--- config.mk ---
export PLATFORM = sky130hd
export DESIGN_NAME = dotMacTop
export DESIGN_NICKNAME = d
export VERILOG_FILES = /design/src/design/dotMacPkg.sv /design/src/design/boothDatapath.sv /design/src/design/boothControl.sv /design/src/design/boothMultiplier.sv /design/src/design/dotCombiner.sv /design/src/design/apbDotRegs.sv /design/src/design/dotMacTop.sv
export SDC_FILE = /design/constraint.sdc
export NUM_CORES = 1
export LEC_CHECK = 0
export BUFFER_PORTS_ARGS = -buffer_cell sky130_fd_sc_hd__buf_2
export CORE_MARGIN = 2
export CORE_UTILIZATION = 40
export CTS_CLUSTER_SIZE = 25
export DETAILED_ROUTE_END_ITERATION = 8
export SLEW_MARGIN = 10
export SYNTH_ARGS = -nofsm -noshare
export SYNTH_HDL_FRONTEND = slang
export SYNTH_SLANG_ARGS = --single-unit
--- constraint.sdc ---
create_clock -name clk -period 7.4 [get_ports clk]
set_input_delay 0.74 -clock clk [delete_from_list [all_inputs] [get_ports clk]]
set_output_delay 0.74 -clock clk [all_outputs]
set_load 0.01 [all_outputs]
--- src/design/dotMacPkg.sv ---
`default_nettype none

package dotMacPkg;

    // meaningful widths
    typedef logic signed [15:0] operandT;  // one booth operand
    typedef logic signed [31:0] productT;  // full 16x16 product
    typedef logic [7:0]  apbAddrT;         // byte address
    typedef logic [31:0] apbDataT;

    // master side of the apb port
    typedef struct packed {
        apbAddrT paddr;
        logic    psel;
        logic    penable;
        logic    pwrite;
        apbDataT pwdata;
    } apbReqT;

    // slave answer
    typedef struct packed {
        apbDataT prdata;
        logic    pready;   // tied high for no wait states
        logic    pslverr;
    } apbRspT;

    // operand pair for one multiplier unit
    typedef struct packed {
        operandT multiplicand;
        operandT multiplier;
    } mulJobT;

    typedef enum logic [1:0] {stIdle, stLoad, stRun, stDone} boothStateT;

    // accumulator mux select shared by control and datapath
    localparam logic [1:0] selPass = 2'b00;
    localparam logic [1:0] selAdd  = 2'b01;
    localparam logic [1:0] selSub  = 2'b10;

    // register offsets
    localparam apbAddrT regOpAB    = 8'h00;
    localparam apbAddrT regOpCD    = 8'h04;
    localparam apbAddrT regCtrl    = 8'h08;
    localparam apbAddrT regStatus  = 8'h0C;
    localparam apbAddrT regResLo   = 8'h10;
    localparam apbAddrT regResHi   = 8'h14;

endpackage

`default_nettype wire

--- src/design/boothDatapath.sv ---
`timescale 1ns/10ps
`default_nettype none

module boothDatapath import dotMacPkg::*; (
    input  logic       clk,
    input  logic       reset,
    input  logic       enable,
    input  operandT    multiplicand,
    input  operandT    multiplier,
    input  logic       selectMultiplier,   // 0 load, 1 step
    input  logic [1:0] selectAccumulator,
    output logic [1:0] operation,
    output logic       count16,
    output productT    product
);

    // 17 bit acc so that subtracting -32768 cannot overflow
    logic signed [16:0] mReg;
    logic signed [16:0] accReg;
    logic signed [16:0] accNext;
    logic [15:0] qReg;
    logic        qExtra;       // the q(-1) bit
    logic [3:0]  stepCount;

    // add / subtract / pass
    always_comb begin
        case (selectAccumulator)
            selAdd:  accNext = accReg + mReg;
            selSub:  accNext = accReg - mReg;
            default: accNext = accReg;
        endcase
    end

    always_ff @(posedge clk or negedge reset) begin
        if (!reset) begin
            mReg      <= '0;
            accReg    <= '0;
            qReg      <= '0;
            qExtra    <= 1'b0;
            stepCount <= '0;
        end else if (!enable) begin
            // idle clears everything back to zero
            mReg      <= '0;
            accReg    <= '0;
            qReg      <= '0;
            qExtra    <= 1'b0;
            stepCount <= '0;
        end else if (!selectMultiplier) begin
            mReg      <= {multiplicand[15], multiplicand};  // sign extend
            accReg    <= '0;
            qReg      <= multiplier;
            qExtra    <= 1'b0;
            stepCount <= '0;
        end else begin
            // arithmetic shift of the acc:q:extra chain
            {accReg, qReg, qExtra} <= {accNext[16], accNext, qReg};
            stepCount              <= stepCount + 4'd1;
        end
    end

    assign operation = {qReg[0], qExtra};   // booth bit pair
    // high while the 16th shift is taken so the chain is final one cycle later
    assign count16   = (stepCount == 4'd15);
    assign product   = {accReg[15:0], qReg};

    // controller only ever asks for add, sub or pass
    selLegal: assert property (@(posedge clk) disable iff (!reset)
        selectAccumulator != 2'b11);

endmodule

`default_nettype wire

--- src/design/boothControl.sv ---
`timescale 1ns/10ps
`default_nettype none

module boothControl import dotMacPkg::*; (
    input  logic       clk,
    input  logic       reset,
    input  logic       start,
    input  logic [1:0] operation,
    input  logic       count16,
    output logic       enable,
    output logic       selectMultiplier,
    output logic [1:0] selectAccumulator,
    output logic       done
);

    boothStateT state, stateNext;

    always_ff @(posedge clk or negedge reset) begin
        if (!reset) begin
            state <= stIdle;
        end else begin
            state <= stateNext;
        end
    end

    always_comb begin
        stateNext = state;
        case (state)
            stIdle:  if (start) stateNext = stLoad;
            stLoad:  stateNext = stRun;          // operands captured here
            stRun:   if (count16) stateNext = stDone;
            stDone:  stateNext = stIdle;
            default: stateNext = stIdle;
        endcase
    end

    // datapath is only alive in load and run and clears again in done
    assign enable           = (state == stLoad) || (state == stRun);
    assign selectMultiplier = (state == stRun);
    assign done             = (state == stDone);

    // booth recoding of the current bit pair
    always_comb begin
        selectAccumulator = selPass;
        if (state == stRun) begin
            case (operation)
                2'b01:   selectAccumulator = selAdd;
                2'b10:   selectAccumulator = selSub;
                default: selectAccumulator = selPass;  // 00 and 11
            endcase
        end
    end

    // accepted start gives one done cycle 18 cycles later
    donePulse: assert property (@(posedge clk) disable iff (!reset)
        (state == stIdle && start) |-> ##18 (done ##1 !done));

endmodule

`default_nettype wire

--- src/design/boothMultiplier.sv ---
`timescale 1ns/10ps
`default_nettype none

module boothMultiplier import dotMacPkg::*; (
    input  logic    clk,
    input  logic    reset,
    input  logic    start,
    input  mulJobT  job,
    output logic    done,
    output productT product
);

    logic       enable;
    logic       selectMultiplier;
    logic [1:0] selectAccumulator;
    logic [1:0] operation;
    logic       count16;
    logic       ctlDone;
    productT    dpProduct;
    productT    heldProduct;   // survives the datapath clear

    boothControl u_control (
        .clk               (clk),
        .reset             (reset),
        .start             (start),
        .operation         (operation),
        .count16           (count16),
        .enable            (enable),
        .selectMultiplier  (selectMultiplier),
        .selectAccumulator (selectAccumulator),
        .done              (ctlDone)
    );

    boothDatapath u_datapath (
        .clk               (clk),
        .reset             (reset),
        .enable            (enable),
        .multiplicand      (job.multiplicand),
        .multiplier        (job.multiplier),
        .selectMultiplier  (selectMultiplier),
        .selectAccumulator (selectAccumulator),
        .operation         (operation),
        .count16           (count16),
        .product           (dpProduct)
    );

    always_ff @(posedge clk or negedge reset) begin
        if (!reset) begin
            heldProduct <= '0;
        end else if (ctlDone) begin
            heldProduct <= dpProduct;  // grab before idle clears it
        end
    end

    assign done    = ctlDone;
    // live value in the done cycle and the held copy afterwards
    assign product = ctlDone ? dpProduct : heldProduct;

endmodule

`default_nettype wire

--- src/design/dotCombiner.sv ---
`timescale 1ns/10ps
`default_nettype none

module dotCombiner import dotMacPkg::*; #(
    parameter int accWidth = 40
) (
    input  logic                clk,
    input  logic                reset,
    input  logic                start,
    input  logic                accumulate,
    input  logic                clearAcc,
    input  logic                doneAB,
    input  productT             productAB,
    input  logic                doneCD,
    input  productT             productCD,
    output logic                resultValid,
    output logic [accWidth-1:0] acc
);

    logic flagAB;        // product ab arrived earlier
    logic flagCD;
    logic accMode;       // mode of the running job
    logic arrivedAB;
    logic arrivedCD;
    logic bothArrived;
    logic signed [32:0]         pairSum;
    logic signed [accWidth-1:0] sumExt;

    assign arrivedAB   = flagAB | doneAB;
    assign arrivedCD   = flagCD | doneCD;
    assign bothArrived = arrivedAB & arrivedCD;

    assign pairSum = productAB + productCD;  // 33 bits cannot overflow
    assign sumExt  = pairSum;                // sign extends to acc width

    always_ff @(posedge clk or negedge reset) begin
        if (!reset) begin
            flagAB      <= 1'b0;
            flagCD      <= 1'b0;
            accMode     <= 1'b0;
            resultValid <= 1'b0;
            acc         <= '0;
        end else begin
            resultValid <= bothArrived;
            if (start) begin
                accMode <= accumulate;
                flagAB  <= 1'b0;
                flagCD  <= 1'b0;
            end else if (bothArrived) begin
                flagAB  <= 1'b0;   // job consumed
                flagCD  <= 1'b0;
            end else begin
                flagAB  <= arrivedAB;
                flagCD  <= arrivedCD;
            end
            // clear wins over a finishing job
            if (clearAcc) begin
                acc <= '0;
            end else if (bothArrived) begin
                acc <= accMode ? acc + sumExt : sumExt;  // wraps at accWidth
            end
        end
    end

    // each unit finishes at most once per job
    singleDone: assert property (@(posedge clk) disable iff (!reset)
        !(doneAB && flagAB) && !(doneCD && flagCD));

endmodule

`default_nettype wire

--- src/design/apbDotRegs.sv ---
`timescale 1ns/10ps
`default_nettype none

module apbDotRegs import dotMacPkg::*; #(
    parameter int accWidth = 40
) (
    input  logic                clk,
    input  logic                reset,
    input  apbReqT              apbReq,
    output apbRspT              apbRsp,
    output mulJobT              jobAB,
    output mulJobT              jobCD,
    output logic                start,
    output logic                accumulate,
    output logic                clearAcc,
    input  logic                resultValid,
    input  logic [accWidth-1:0] acc
);

    apbDataT opAB;   // b:a
    apbDataT opCD;   // d:c
    apbDataT readData;
    logic    busy;
    logic    doneFlag;   // sticky until next start
    logic    access;
    logic    writeAccess;
    logic    ctrlWrite;
    logic    startReq;
    logic    startReject;
    logic    knownAddr;
    logic signed [63:0] accWide;

    // transfer completes in the access phase since pready is constant
    assign access      = apbReq.psel & apbReq.penable;
    assign writeAccess = access & apbReq.pwrite;
    assign ctrlWrite   = writeAccess && (apbReq.paddr == regCtrl);
    assign startReq    = ctrlWrite & apbReq.pwdata[0];
    assign startReject = startReq & busy;   // job in flight

    assign accWide = $signed(acc);   // sign extend for the hi word

    always_comb begin
        knownAddr = 1'b1;
        readData  = '0;
        case (apbReq.paddr)
            regOpAB:   readData = opAB;
            regOpCD:   readData = opCD;
            regCtrl:   readData = {30'd0, accumulate, 1'b0};
            regStatus: readData = {30'd0, doneFlag, busy};
            regResLo:  readData = accWide[31:0];
            regResHi:  readData = accWide[63:32];
            default:   knownAddr = 1'b0;
        endcase
    end

    assign apbRsp.prdata  = readData;
    assign apbRsp.pready  = 1'b1;
    assign apbRsp.pslverr = access & (!knownAddr | startReject);

    // a feeds the multiplicand and b the multiplier
    assign jobAB = '{multiplicand: opAB[15:0], multiplier: opAB[31:16]};
    assign jobCD = '{multiplicand: opCD[15:0], multiplier: opCD[31:16]};

    always_ff @(posedge clk or negedge reset) begin
        if (!reset) begin
            opAB       <= '0;
            opCD       <= '0;
            busy       <= 1'b0;
            doneFlag   <= 1'b0;
            start      <= 1'b0;
            accumulate <= 1'b0;
            clearAcc   <= 1'b0;
        end else begin
            start    <= startReq & !busy;          // one cycle pulse
            clearAcc <= ctrlWrite & apbReq.pwdata[2];
            if (writeAccess && apbReq.paddr == regOpAB) opAB <= apbReq.pwdata;
            if (writeAccess && apbReq.paddr == regOpCD) opCD <= apbReq.pwdata;
            if (startReq && !busy) begin
                busy       <= 1'b1;
                doneFlag   <= 1'b0;
                accumulate <= apbReq.pwdata[1];  // mode travels with start
            end else if (resultValid) begin
                busy       <= 1'b0;
                doneFlag   <= 1'b1;
            end
        end
    end

    // access phase always follows a setup phase with psel held
    penableWithPsel: assert property (@(posedge clk) disable iff (!reset)
        apbReq.penable |-> apbReq.psel);

endmodule

`default_nettype wire

--- src/design/dotMacTop.sv ---
`timescale 1ns/10ps
`default_nettype none

module dotMacTop import dotMacPkg::*; #(
    parameter int accWidth = 40
) (
    input  logic   clk,
    input  logic   reset,
    input  apbReqT apbReq,
    output apbRspT apbRsp
);

    mulJobT  jobAB, jobCD;
    logic    start, accumulate, clearAcc, resultValid;
    logic    doneAB, doneCD;
    productT productAB, productCD;
    logic [accWidth-1:0] acc;

    apbDotRegs #(.accWidth(accWidth)) u_regs (
        .clk (clk), .reset (reset),
        .apbReq      (apbReq),
        .apbRsp      (apbRsp),
        .jobAB       (jobAB),
        .jobCD       (jobCD),
        .start       (start),
        .accumulate  (accumulate),
        .clearAcc    (clearAcc),
        .resultValid (resultValid),
        .acc         (acc)
    );

    // a*b and c*d run in lockstep
    boothMultiplier u_mulAB (
        .clk (clk), .reset (reset), .start (start),
        .job (jobAB), .done (doneAB), .product (productAB)
    );

    boothMultiplier u_mulCD (
        .clk (clk), .reset (reset), .start (start),
        .job (jobCD), .done (doneCD), .product (productCD)
    );

    dotCombiner #(.accWidth(accWidth)) u_combiner (
        .clk (clk), .reset (reset),
        .start (start), .accumulate (accumulate), .clearAcc (clearAcc),
        .doneAB (doneAB), .productAB (productAB),
        .doneCD (doneCD), .productCD (productCD),
        .resultValid (resultValid),
        .acc         (acc)
    );

endmodule

`default_nettype wire

==> results.toml, run 1 <==
[outcome]
outcome = "complete, no violations"

[power_and_ir_drop]
vdd_drop_max_uv = 122
p_seq_frac = 0.461
p_switching_mw = 0.755
power_density_mw_per_mm2 = 170
clock_power_share = 0.520
combPwrFrac = 0.019
leakage_nw = 9.39
p_int_mw = 2.67
swShare = 0.220

[grt]
overflow = 0
grt_pass1_wl_um = 80400
grt_util_all_layers = 0.223
grt_max_degree = 173
antenna_found_initial = 2
grt_pass1_vias = 13878

[yosys]
synth_seq_cells = 287
synth_top_area_frac = 0.400
synthXorXnorAreaFrac = 0.0552
synth_area_mm2 = 0.0180
synth_compound_area_frac = 0.162
synth_cells = 1857
synth_edf_count = 0
synth_warnings = 0
yosysTopAreaCell = "dfrtp_1"
synth.mux.area_fraction = 0.118
synth_top_family_by_area = "compound AO/OA/AOI/OAI gates"
async_reset_ff_frac = 1.00
synth.yosys.seq_area_share = 0.400
synth_nets = 2026
synth_ff_type = "dfrtp_1"
synthSimpleGateAreaFrac = 0.148
synthAdderAreaFrac = 0.0880
synth_area_per_cell_um2 = 9.68
yosys-top-cells-area = "dfrtp_1 (40%), ha_1 (8.4%), mux2_2 (8.0%), xnor2_1 (4.0%), nand2_1 (3.7%)"
synth_cell_types = 78

[clocking]
cts_resized = 0
clk-insertion-delay-late_ns = 0.56
tritoncts = "done"
cts_root_buf = "clkbuf_16"
cts_buffers = 35
clock_path_buffers = 3
hold_buffers = 0
cts_setup_buffers = 0
htreeDepth = 2
clk_pin_slew_ns = 0.06
clkSinkCount = 287

[floorplan]
die_h_um = 216
fp.dieW_um = 216
io_pins = 79
start_util = 0.406
dieArea_mm2 = 0.0466
core_area_mm2 = 0.0443
rows = 77

[place]
io_buffers = 77
dp_cells = 2458
hpwlAfterDp_um = 38000
place_congestion = 0.904
dpl_worst_slack_ns = 1.11
place_area_mm2 = 0.0189

[run]
drv_cap = 0

[cells_and_area]
fill_cells = 4260
final_util = 0.454
drive_gt1_frac = 0.157
fin_cells = 2521
num-nets-final = 2072
area_growth_pct = 12.0
final_common_cell = "dfrtp_1"
fin_area_mm2 = 0.0201
diodes = 0
mostFrequentLayoutCells = "dfrtp_1 (287), nand2_1 (177), nor2_1 (148)"

[detailed_routing]
drcViolationCount = 0
ant_nets = 0
firstDrtPassIters = 7
routed_wl_um = 51700
wl_per_cell_um = 20.5
viasPerCell = 5.63
vias = 14194
drt_iter0_markers = 1004

[setup_path]
max_stage_delay_ns = 0.52
path_cells = "ha_2 -> mux2_2 -> ha_1 -> fa_1 -> a21oi_1 -> o221ai_1 -> a211o_1 -> a31o_2 -> or2_2 -> a21oi_1 -> xnor2_1 -> ha_1 -> nand4_1 -> nor2_1 -> nand2_1 -> o211ai_1 -> o21ai_0 -> a31oi_1 -> o21ai_0 -> o21ai_0 -> mux2i_1 -> a21oi_1"
crit_path_start = "u_mulAB.u_control.state[1]$_DFFE_PN0P_"
worst_r2r_endpoint = "u_combiner.acc[38]$_DFFE_PN0P_"
worst_ep_arrival_time_ns = 6.77
r2r_slack_ns = 1.04
crit_path_start_kind = "flip-flop"
worstSetupPathType = "flip-flop to flip-flop"
critPathMaxFanout = 15
worst_r2r_path_depth = 22
slowest_stage = "ha_2"
crit_path_end_kind = "flip-flop"
rr_startpoint = "u_mulAB.u_control.state[1]$_DFFE_PN0P_"
cp.required_ns = 7.81

[timing]
layout_setup_ws_ns = 1.04
max-slew-margin-rel = 0.290
finalClockSkew_ns = 0.0242
setup_tns_ns = 0
tightest_slew_ns = 1.06
min_period_over_period = 0.860
slew_viol_final = 0
final_hold_viol_count = 0
fmax_mhz = 157
rsz0062_at_grt = "no"
period_needed_ns = 6.36
finalSetupViolations = 0

[min_path]
hold_class = "input pin to async pin"
==> worst max-delay path, delay by kind of cell (launching register included) <==
kind | cells | cell delay [ns]
AND/OR/NAND/NOR | 4 | 0.69
AO/OA/AOI/OAI | 11 | 2.82
adder cells (fa/ha/maj) | 4 | 1.54
flip-flops | 1 | 0.39
XOR/XNOR | 1 | 0.11
multiplexers | 2 | 0.63
==> metrics by stage <==
step	total power [mW]	hold WS, ns
2_1_floorplan	1.62	0.425
3_3_place_gp	1.68	0.444
3_5_place_dp	1.68	0.454
4_1_cts	3.47	0.304
5_1_grt	3.54	0.333
6_report	3.43	0.255
==> synth_stat cells (all sizes together) (12+ instances only) <==
cell type and instances:
a211oi 28, a21o 44, a21oi 130, a221o 12
a22oi 25, a31oi 12, buf 16, clkbuf 68
dfrtp 287, ha 120, inv 51, mux2 129
mux2i 64, nand2 177, nand2b 16, nand3 51
nand4 12, nor2 150, nor2b 59, nor3 32
o21a 15, o21ai 90, xnor2 82, xor2 25
==> state kept, by name, summed over array words and instances (netlist names), 32 cells and up <==
signal	cells
u_combiner.acc	40
u_mulAB.heldProduct	32
u_mulCD.heldProduct	32
u_regs.opAB	32
u_regs.opCD	32
==> routing by layer <==
layer  up-vias  track usage  share of wire
met3        70       0.0379          0.048
met1      6999        0.310           0.47
met4         4       0.0689          0.029
met5         -            0        0.00046
li1       6768            -              -
met2       353        0.354           0.45
==> power groups by stage <==
stage               clock, mW  sequential [mW]  combinational, mW
floorplan                   0             1.61             0.0138
global placement            0             1.61             0.0676
detailed placement          0             1.61             0.0688
CTS                      1.82             1.58             0.0688
global route             1.88             1.58             0.0752
finish                   1.78             1.58             0.0661
==> final cells by class <==
cell class	count	area, um^2	area share
clock buffer	52	1040	0.0517
clock inverter	11	145	0.00721
inverter	51	191	0.00951
multi-input combinational	1435	10300	0.512
sequential	287	7180	0.357
tap	592	741	0.0368
timing repair buffer	93	528	0.0262
==> how the worst max path moves through the flow <==
stage,to,cells after the start
2_1_floorplan,u_combiner.acc[37]$_DFFE_PN0P_,25
3_3_place_gp,u_combiner.acc[38]$_DFFE_PN0P_,22
3_5_place_dp,u_combiner.acc[38]$_DFFE_PN0P_,22
4_1_cts,u_combiner.acc[38]$_DFFE_PN0P_,22
5_1_grt,u_combiner.acc[38]$_DFFE_PN0P_,22
6_report,u_combiner.acc[38]$_DFFE_PN0P_,22
==> logic make-up (layout without fill, tap and decap cells) <==
family	count (synthesis)	count (layout)
DFF	287	287
muxes	193	193
and+or+nand+nor	562	562
other	1	1
xor gates and xnor gates	109	109
AOI/OAI and AO/OA	446	446
buffers and inverters	135	207
adders and majority gates	124	124
(Power assumes the default switching activity.)
==> run 2: changes to the inputs <==
--- a/config.mk
+++ b/config.mk
@@ -6,6 +6,7 @@
 export NUM_CORES = 1
 export LEC_CHECK = 0
 export BUFFER_PORTS_ARGS = -buffer_cell sky130_fd_sc_hd__buf_2
+export CORE_ASPECT_RATIO = 1.1
 export CORE_MARGIN = 2
 export CORE_UTILIZATION = 40
 export CTS_CLUSTER_SIZE = 25
==> run 2 against run 1 <==
Final cell count barely moved. Global-route usage grew 1.1 points. Worst hold slack got worse by 0.017 ns.
==> results.toml, run 2 (synthesis gave the netlist of run 1 again) <==
[outcome]
outcome = "complete, no violations"

[cells_and_area]
fill_cells = 4250
largest_register = "u_combiner.acc"
regArea_mm2 = 0.00718
drive_gt1_frac = 0.159
multi_input_area_mm2 = 0.0103
area_growth_pct = 12.0
num-nets-final = 2081
fin_area_mm2 = 0.0201
final_common_cell = "dfrtp_1"
mostFrequentLayoutCells = "dfrtp_1 (287), nand2_1 (177), nor2_1 (148)"
largest_register_ffs = 40
diodes = 0

[clocking]
tritoncts = "done"
clock_path_buffers = 3
clk-insertion-delay-late_ns = 0.56
clkSinkCount = 287
cts_root_buf = "clkbuf_16"
cts_buffers = 35
cts_setup_buffers = 0
cts_resized = 0
hold_buffers = 0
clk_pin_slew_ns = 0.06
htreeDepth = 2

[timing]
final_hold_viol_count = 0
tightest_slew_ns = 1.14
rsz0062_at_grt = "no"
finalSetupViolations = 0
finalClockSkew_ns = 0.0373
max-slew-margin-rel = 0.235
fmax_mhz = 157
min_period_over_period = 0.860
setup_tns_ns = 0
period_needed_ns = 6.36
slew_viol_final = 0

[floorplan]
fp.dieW_um = 206
core_area_mm2 = 0.0444
die_h_um = 226
dieArea_mm2 = 0.0466
rows = 81
io_pins = 79
start_util = 0.405

[grt]
overflow = 0
antenna_found_initial = 2
grt_util_all_layers = 0.234
grt_pass1_wl_um = 83300
grt_pass1_vias = 14102
grt_max_degree = 127

[run]
drv_cap = 0

[detailed_routing]
routed_wl_um = 53800
wl_per_cell_um = 21.4
vias = 14273
ant_nets = 0
drcViolationCount = 0
viasPerCell = 5.67
firstDrtPassIters = 5
drt_iter0_markers = 990

[setup_path]
worst_ep_arrival_time_ns = 6.76
crit_path_end_kind = "flip-flop"
worstSetupPathType = "flip-flop to flip-flop"
crit_path_start_kind = "flip-flop"
cp.required_ns = 7.80
max_stage_delay_ns = 0.57
path_cells = "ha_2 -> mux2_2 -> ha_1 -> fa_1 -> a21oi_1 -> o221ai_1 -> a211o_1 -> a31o_2 -> a311oi_2 -> o21ai_0 -> a21o_1 -> xor2_1 -> ha_1 -> a21oi_1 -> nor2b_1 -> o21ai_0 -> nand2b_1 -> a21o_1 -> a2111oi_0 -> nand2_1 -> o221a_2 -> mux2i_1 -> o21ai_0"
critPathMaxFanout = 15
slowest_stage = "ha_2"
cp_common_cell = "o21ai_0"

[power_and_ir_drop]
vdd_drop_max_uv = 108
power_density_mw_per_mm2 = 168
leakage_nw = 9.39

[place]
place_area_mm2 = 0.0190
place_congestion = 0.899
io_buffers = 77
hpwlAfterDp_um = 39400

[min_path]
hold_class = "input pin to async pin"
[run 2: final timing paths]
| check | end | start | slack [ns] | depth (start not counted) |
|---|---|---|---|---|
| worst max-delay path | u_combiner.acc[37]$_DFFE_PN0P_ | u_mulAB.u_control.state[1]$_DFFE_PN0P_ | 1.04 | 23 |
| worst min-delay path | u_mulAB.u_datapath.mReg[7]$_DFFE_PN0P_ | reset | 0.24 | 1 |
| worst max register to register | u_combiner.acc[37]$_DFFE_PN0P_ | u_mulAB.u_control.state[1]$_DFFE_PN0P_ | 1.04 | 23 |
| worst min register to register | u_regs.busy$_DFFE_PN0P_ | u_combiner.resultValid$_DFF_PN0_ | 0.44 | 1 |
| max in group asynchronous | u_mulCD.heldProduct[10]$_DFF_PN0_ | reset | 5.61 | 2 |
| min in group clk | u_regs.opAB[23]$_DFFE_PN0P_ | apbReq[23] | 0.42 | 2 |
[run 2: final cells by class]
type                    count  area share
multi-input cells        1435       0.511
flip-flops and latches    287       0.357
clock buffers              51      0.0500
well taps                 581      0.0361
repair buffers            102      0.0290
inverters                  51     0.00951
clock inverters            12     0.00734
[run 2: critical path, delay by kind of cell, from the launching register on]
family	cells	cell delay (ns)
DFF	1	0.41
AOI/OAI and AO/OA	13	3.18
muxes	2	0.54
adders and majority gates	4	1.60
and+or+nand+nor	3	0.25
xor gates and xnor gates	1	0.22
[run 2: routing by layer]
metal  vias to the layer above  share of wire  track usage
li1                       6777              -            -
met1                      7071           0.43        0.299
met2                       341           0.50        0.409
met3                        84          0.039       0.0315
met4                         0          0.029       0.0700
met5                         -              0            0
[run 2: metrics by stage]
stage	power, mW	hold WS (ns)	cells	worst slack, ns	utilization
3_3_place_gp	1.68	0.442	2456	1.23	0.427
5_1_grt	3.49	0.319	2519	0.524	0.453
4_1_cts	3.42	0.338	2519	1.02	0.453
6_report	3.38	0.238	2519	1.04	0.453
3_5_place_dp	1.68	0.437	2456	1.07	0.427
2_1_floorplan	1.62	0.425	1857	1.72	-
[run 2: where the power goes]
group / switching, mW / internal, mW
Clock: 0.710 / 1.02
Combinational: 0.0488 / 0.0175
Sequential: 0.00504 / 1.57
==> run 3: changes to the inputs <==
--- a/config.mk
+++ b/config.mk
@@ -8,9 +8,10 @@
 export BUFFER_PORTS_ARGS = -buffer_cell sky130_fd_sc_hd__buf_2
 export CORE_ASPECT_RATIO = 1.1
 export CORE_MARGIN = 2
-export CORE_UTILIZATION = 40
+export CORE_UTILIZATION = 63
 export CTS_CLUSTER_SIZE = 25
 export DETAILED_ROUTE_END_ITERATION = 8
+export PLACE_DENSITY = 0.79
 export SLEW_MARGIN = 10
 export SYNTH_ARGS = -nofsm -noshare
 export SYNTH_HDL_FRONTEND = slang
==> run 3 against run 2 <==
Non-clock buffer count fell by 7. Final area shrank 1.9%. Via count up 2.1%. First-iteration DRC count increased by 25%. Clock skew shrank 0.019 ns. Critical path type unchanged. Largest cell class unchanged.
==> results.toml, run 3 (synthesis gave the netlist of run 1 again) <==
[cells_and_area]
num-nets-final = 2069
largest_register_ffs = 40
area_growth_pct = 9.88
final_common_cell = "dfrtp_1"
fill_cells = 2133
mostFrequentLayoutCells = "dfrtp_1 (287), nand2_1 (177), nor2_1 (148)"
drive_gt1_frac = 0.156
diodes = 0
largest_register = "u_combiner.acc"

[clocking]
clkSinkCount = 287
cts_root_buf = "clkbuf_16"
clk_pin_slew_ns = 0.07
cts_resized = 0
clock_path_buffers = 3
htreeDepth = 1
cts_buffers = 30
tritoncts = "done"
cts_setup_buffers = 0
hold_buffers = 0
clk-insertion-delay-late_ns = 0.57

[floorplan]
dieArea_mm2 = 0.0299
fp.dieW_um = 165
rows = 64
core_area_mm2 = 0.0279
start_util = 0.643
io_pins = 79
die_h_um = 181

[min_path]
hold_class = "input pin to async pin"

[timing]
tightest_slew_ns = 1.08
finalClockSkew_ns = 0.0187
max-slew-margin-rel = 0.281
finalSetupViolations = 0
rsz0062_at_grt = "no"
fmax_mhz = 156
period_needed_ns = 6.41
min_period_over_period = 0.867
slew_viol_final = 0
setup_tns_ns = 0
final_hold_viol_count = 0

[grt]
overflow = 0
grt_pass1_wl_um = 78600
grt_max_degree = 149
antenna_found_initial = 1
grt_util_all_layers = 0.340
grt_pass1_vias = 14283

[detailed_routing]
vias = 14579
routed_wl_um = 50400
ant_nets = 0
wl_per_cell_um = 22.1
drt_iter0_markers = 1240
viasPerCell = 6.38
firstDrtPassIters = 7
drcViolationCount = 0

[setup_path]
worstSetupPathType = "flip-flop to flip-flop"
cp.required_ns = 7.83
max_stage_delay_ns = 0.49
worst-path-buf-inv = 0
path_cells = "ha_2 -> mux2_2 -> ha_1 -> fa_1 -> a21oi_1 -> o221ai_1 -> a211o_1 -> a31o_2 -> a21boi_0 -> o31ai_1 -> xnor2_1 -> ha_1 -> a21o_1 -> a21oi_1 -> nor2b_1 -> nor3_1 -> o41ai_2 -> a211oi_1 -> o21ai_0 -> a21oi_1 -> nor3b_1 -> o31ai_1"
crit_path_start_kind = "flip-flop"
cp_common_cell = "a21oi_1"
crit_path_end_kind = "flip-flop"
critPathMaxFanout = 10
worst_ep_arrival_time_ns = 6.84
critical-path-top-delay-family = "compound AO/OA/AOI/OAI gates"
slowest_stage = "a211oi_1"

[place]
place_congestion = 0.931
hpwlAfterDp_um = 36700
io_buffers = 77

[power_and_ir_drop]
power.total_mw = 3.30
vdd_drop_max_uv = 197
leakage_nw = 9.32
power_density_mw_per_mm2 = 167

[outcome]
outcome = "complete, no violations"

[run]
drv_cap = 0
run 3: cell type report:
class	instances	area [um^2]	area share
inverters	51	191	0.00969
repair buffers	95	543	0.0275
well taps	363	454	0.0230
clock buffers	39	835	0.0423
multi-input cells	1435	10300	0.521
flip-flops and latches	287	7180	0.364
clock inverters	16	255	0.0129
run 3: worst paths after layout:
path                                                      startpoint                                         to  slack [ns]  cells after the start
min in group clk                                           apbReq[1]              u_regs.accumulate$_DFFE_PN0P_        0.40                      3
max                           u_mulAB.u_control.state[1]$_DFFE_PN0P_             u_combiner.acc[35]$_DFFE_PN0P_        0.99                     22
min reg2reg                u_mulCD.u_datapath.stepCount[0]$_DFF_PN0_  u_mulCD.u_datapath.stepCount[0]$_DFF_PN0_        0.46                      1
max in group asynchronous                                      reset          u_mulAB.heldProduct[14]$_DFF_PN0_        5.93                      2
max reg2reg                   u_mulAB.u_control.state[1]$_DFFE_PN0P_             u_combiner.acc[35]$_DFFE_PN0P_        0.99                     22
min                                                            reset    u_mulAB.u_datapath.accReg[13]$_DFF_PN0_        0.11                      1
run 3: power by group:
part,switching [mW],leakage [nW],internal [mW],total [mW]
Combinational,0.0471,4.80,0.0179,0.0650
Sequential,0.00559,4.00,1.57,1.58
Clock,0.647,0.522,1.00,1.65
run 3: per-layer routing:
metal  vias up  share of wire  GRT usage
li1       6756              -          -
met5         -              0          0
met1      7226           0.42      0.453
met4         0          0.041      0.135
met2       497           0.49      0.567
met3       100          0.050     0.0351
run 3: metrics by stage:
step | instances | hold slack, ns | area (um^2) | setup slack, ns | utilization
after floorplan | 1857 | 0.425 | 18000 | 1.72 | -
after global placement | 2231 | 0.446 | 18700 | 1.28 | 0.668
after detailed placement | 2231 | 0.452 | 18700 | 1.20 | 0.668
after CTS | 2286 | 0.127 | 19700 | 1.18 | 0.707
after global routing | 2286 | 0.161 | 19700 | 0.792 | 0.707
final | 2286 | 0.110 | 19700 | 0.987 | 0.707
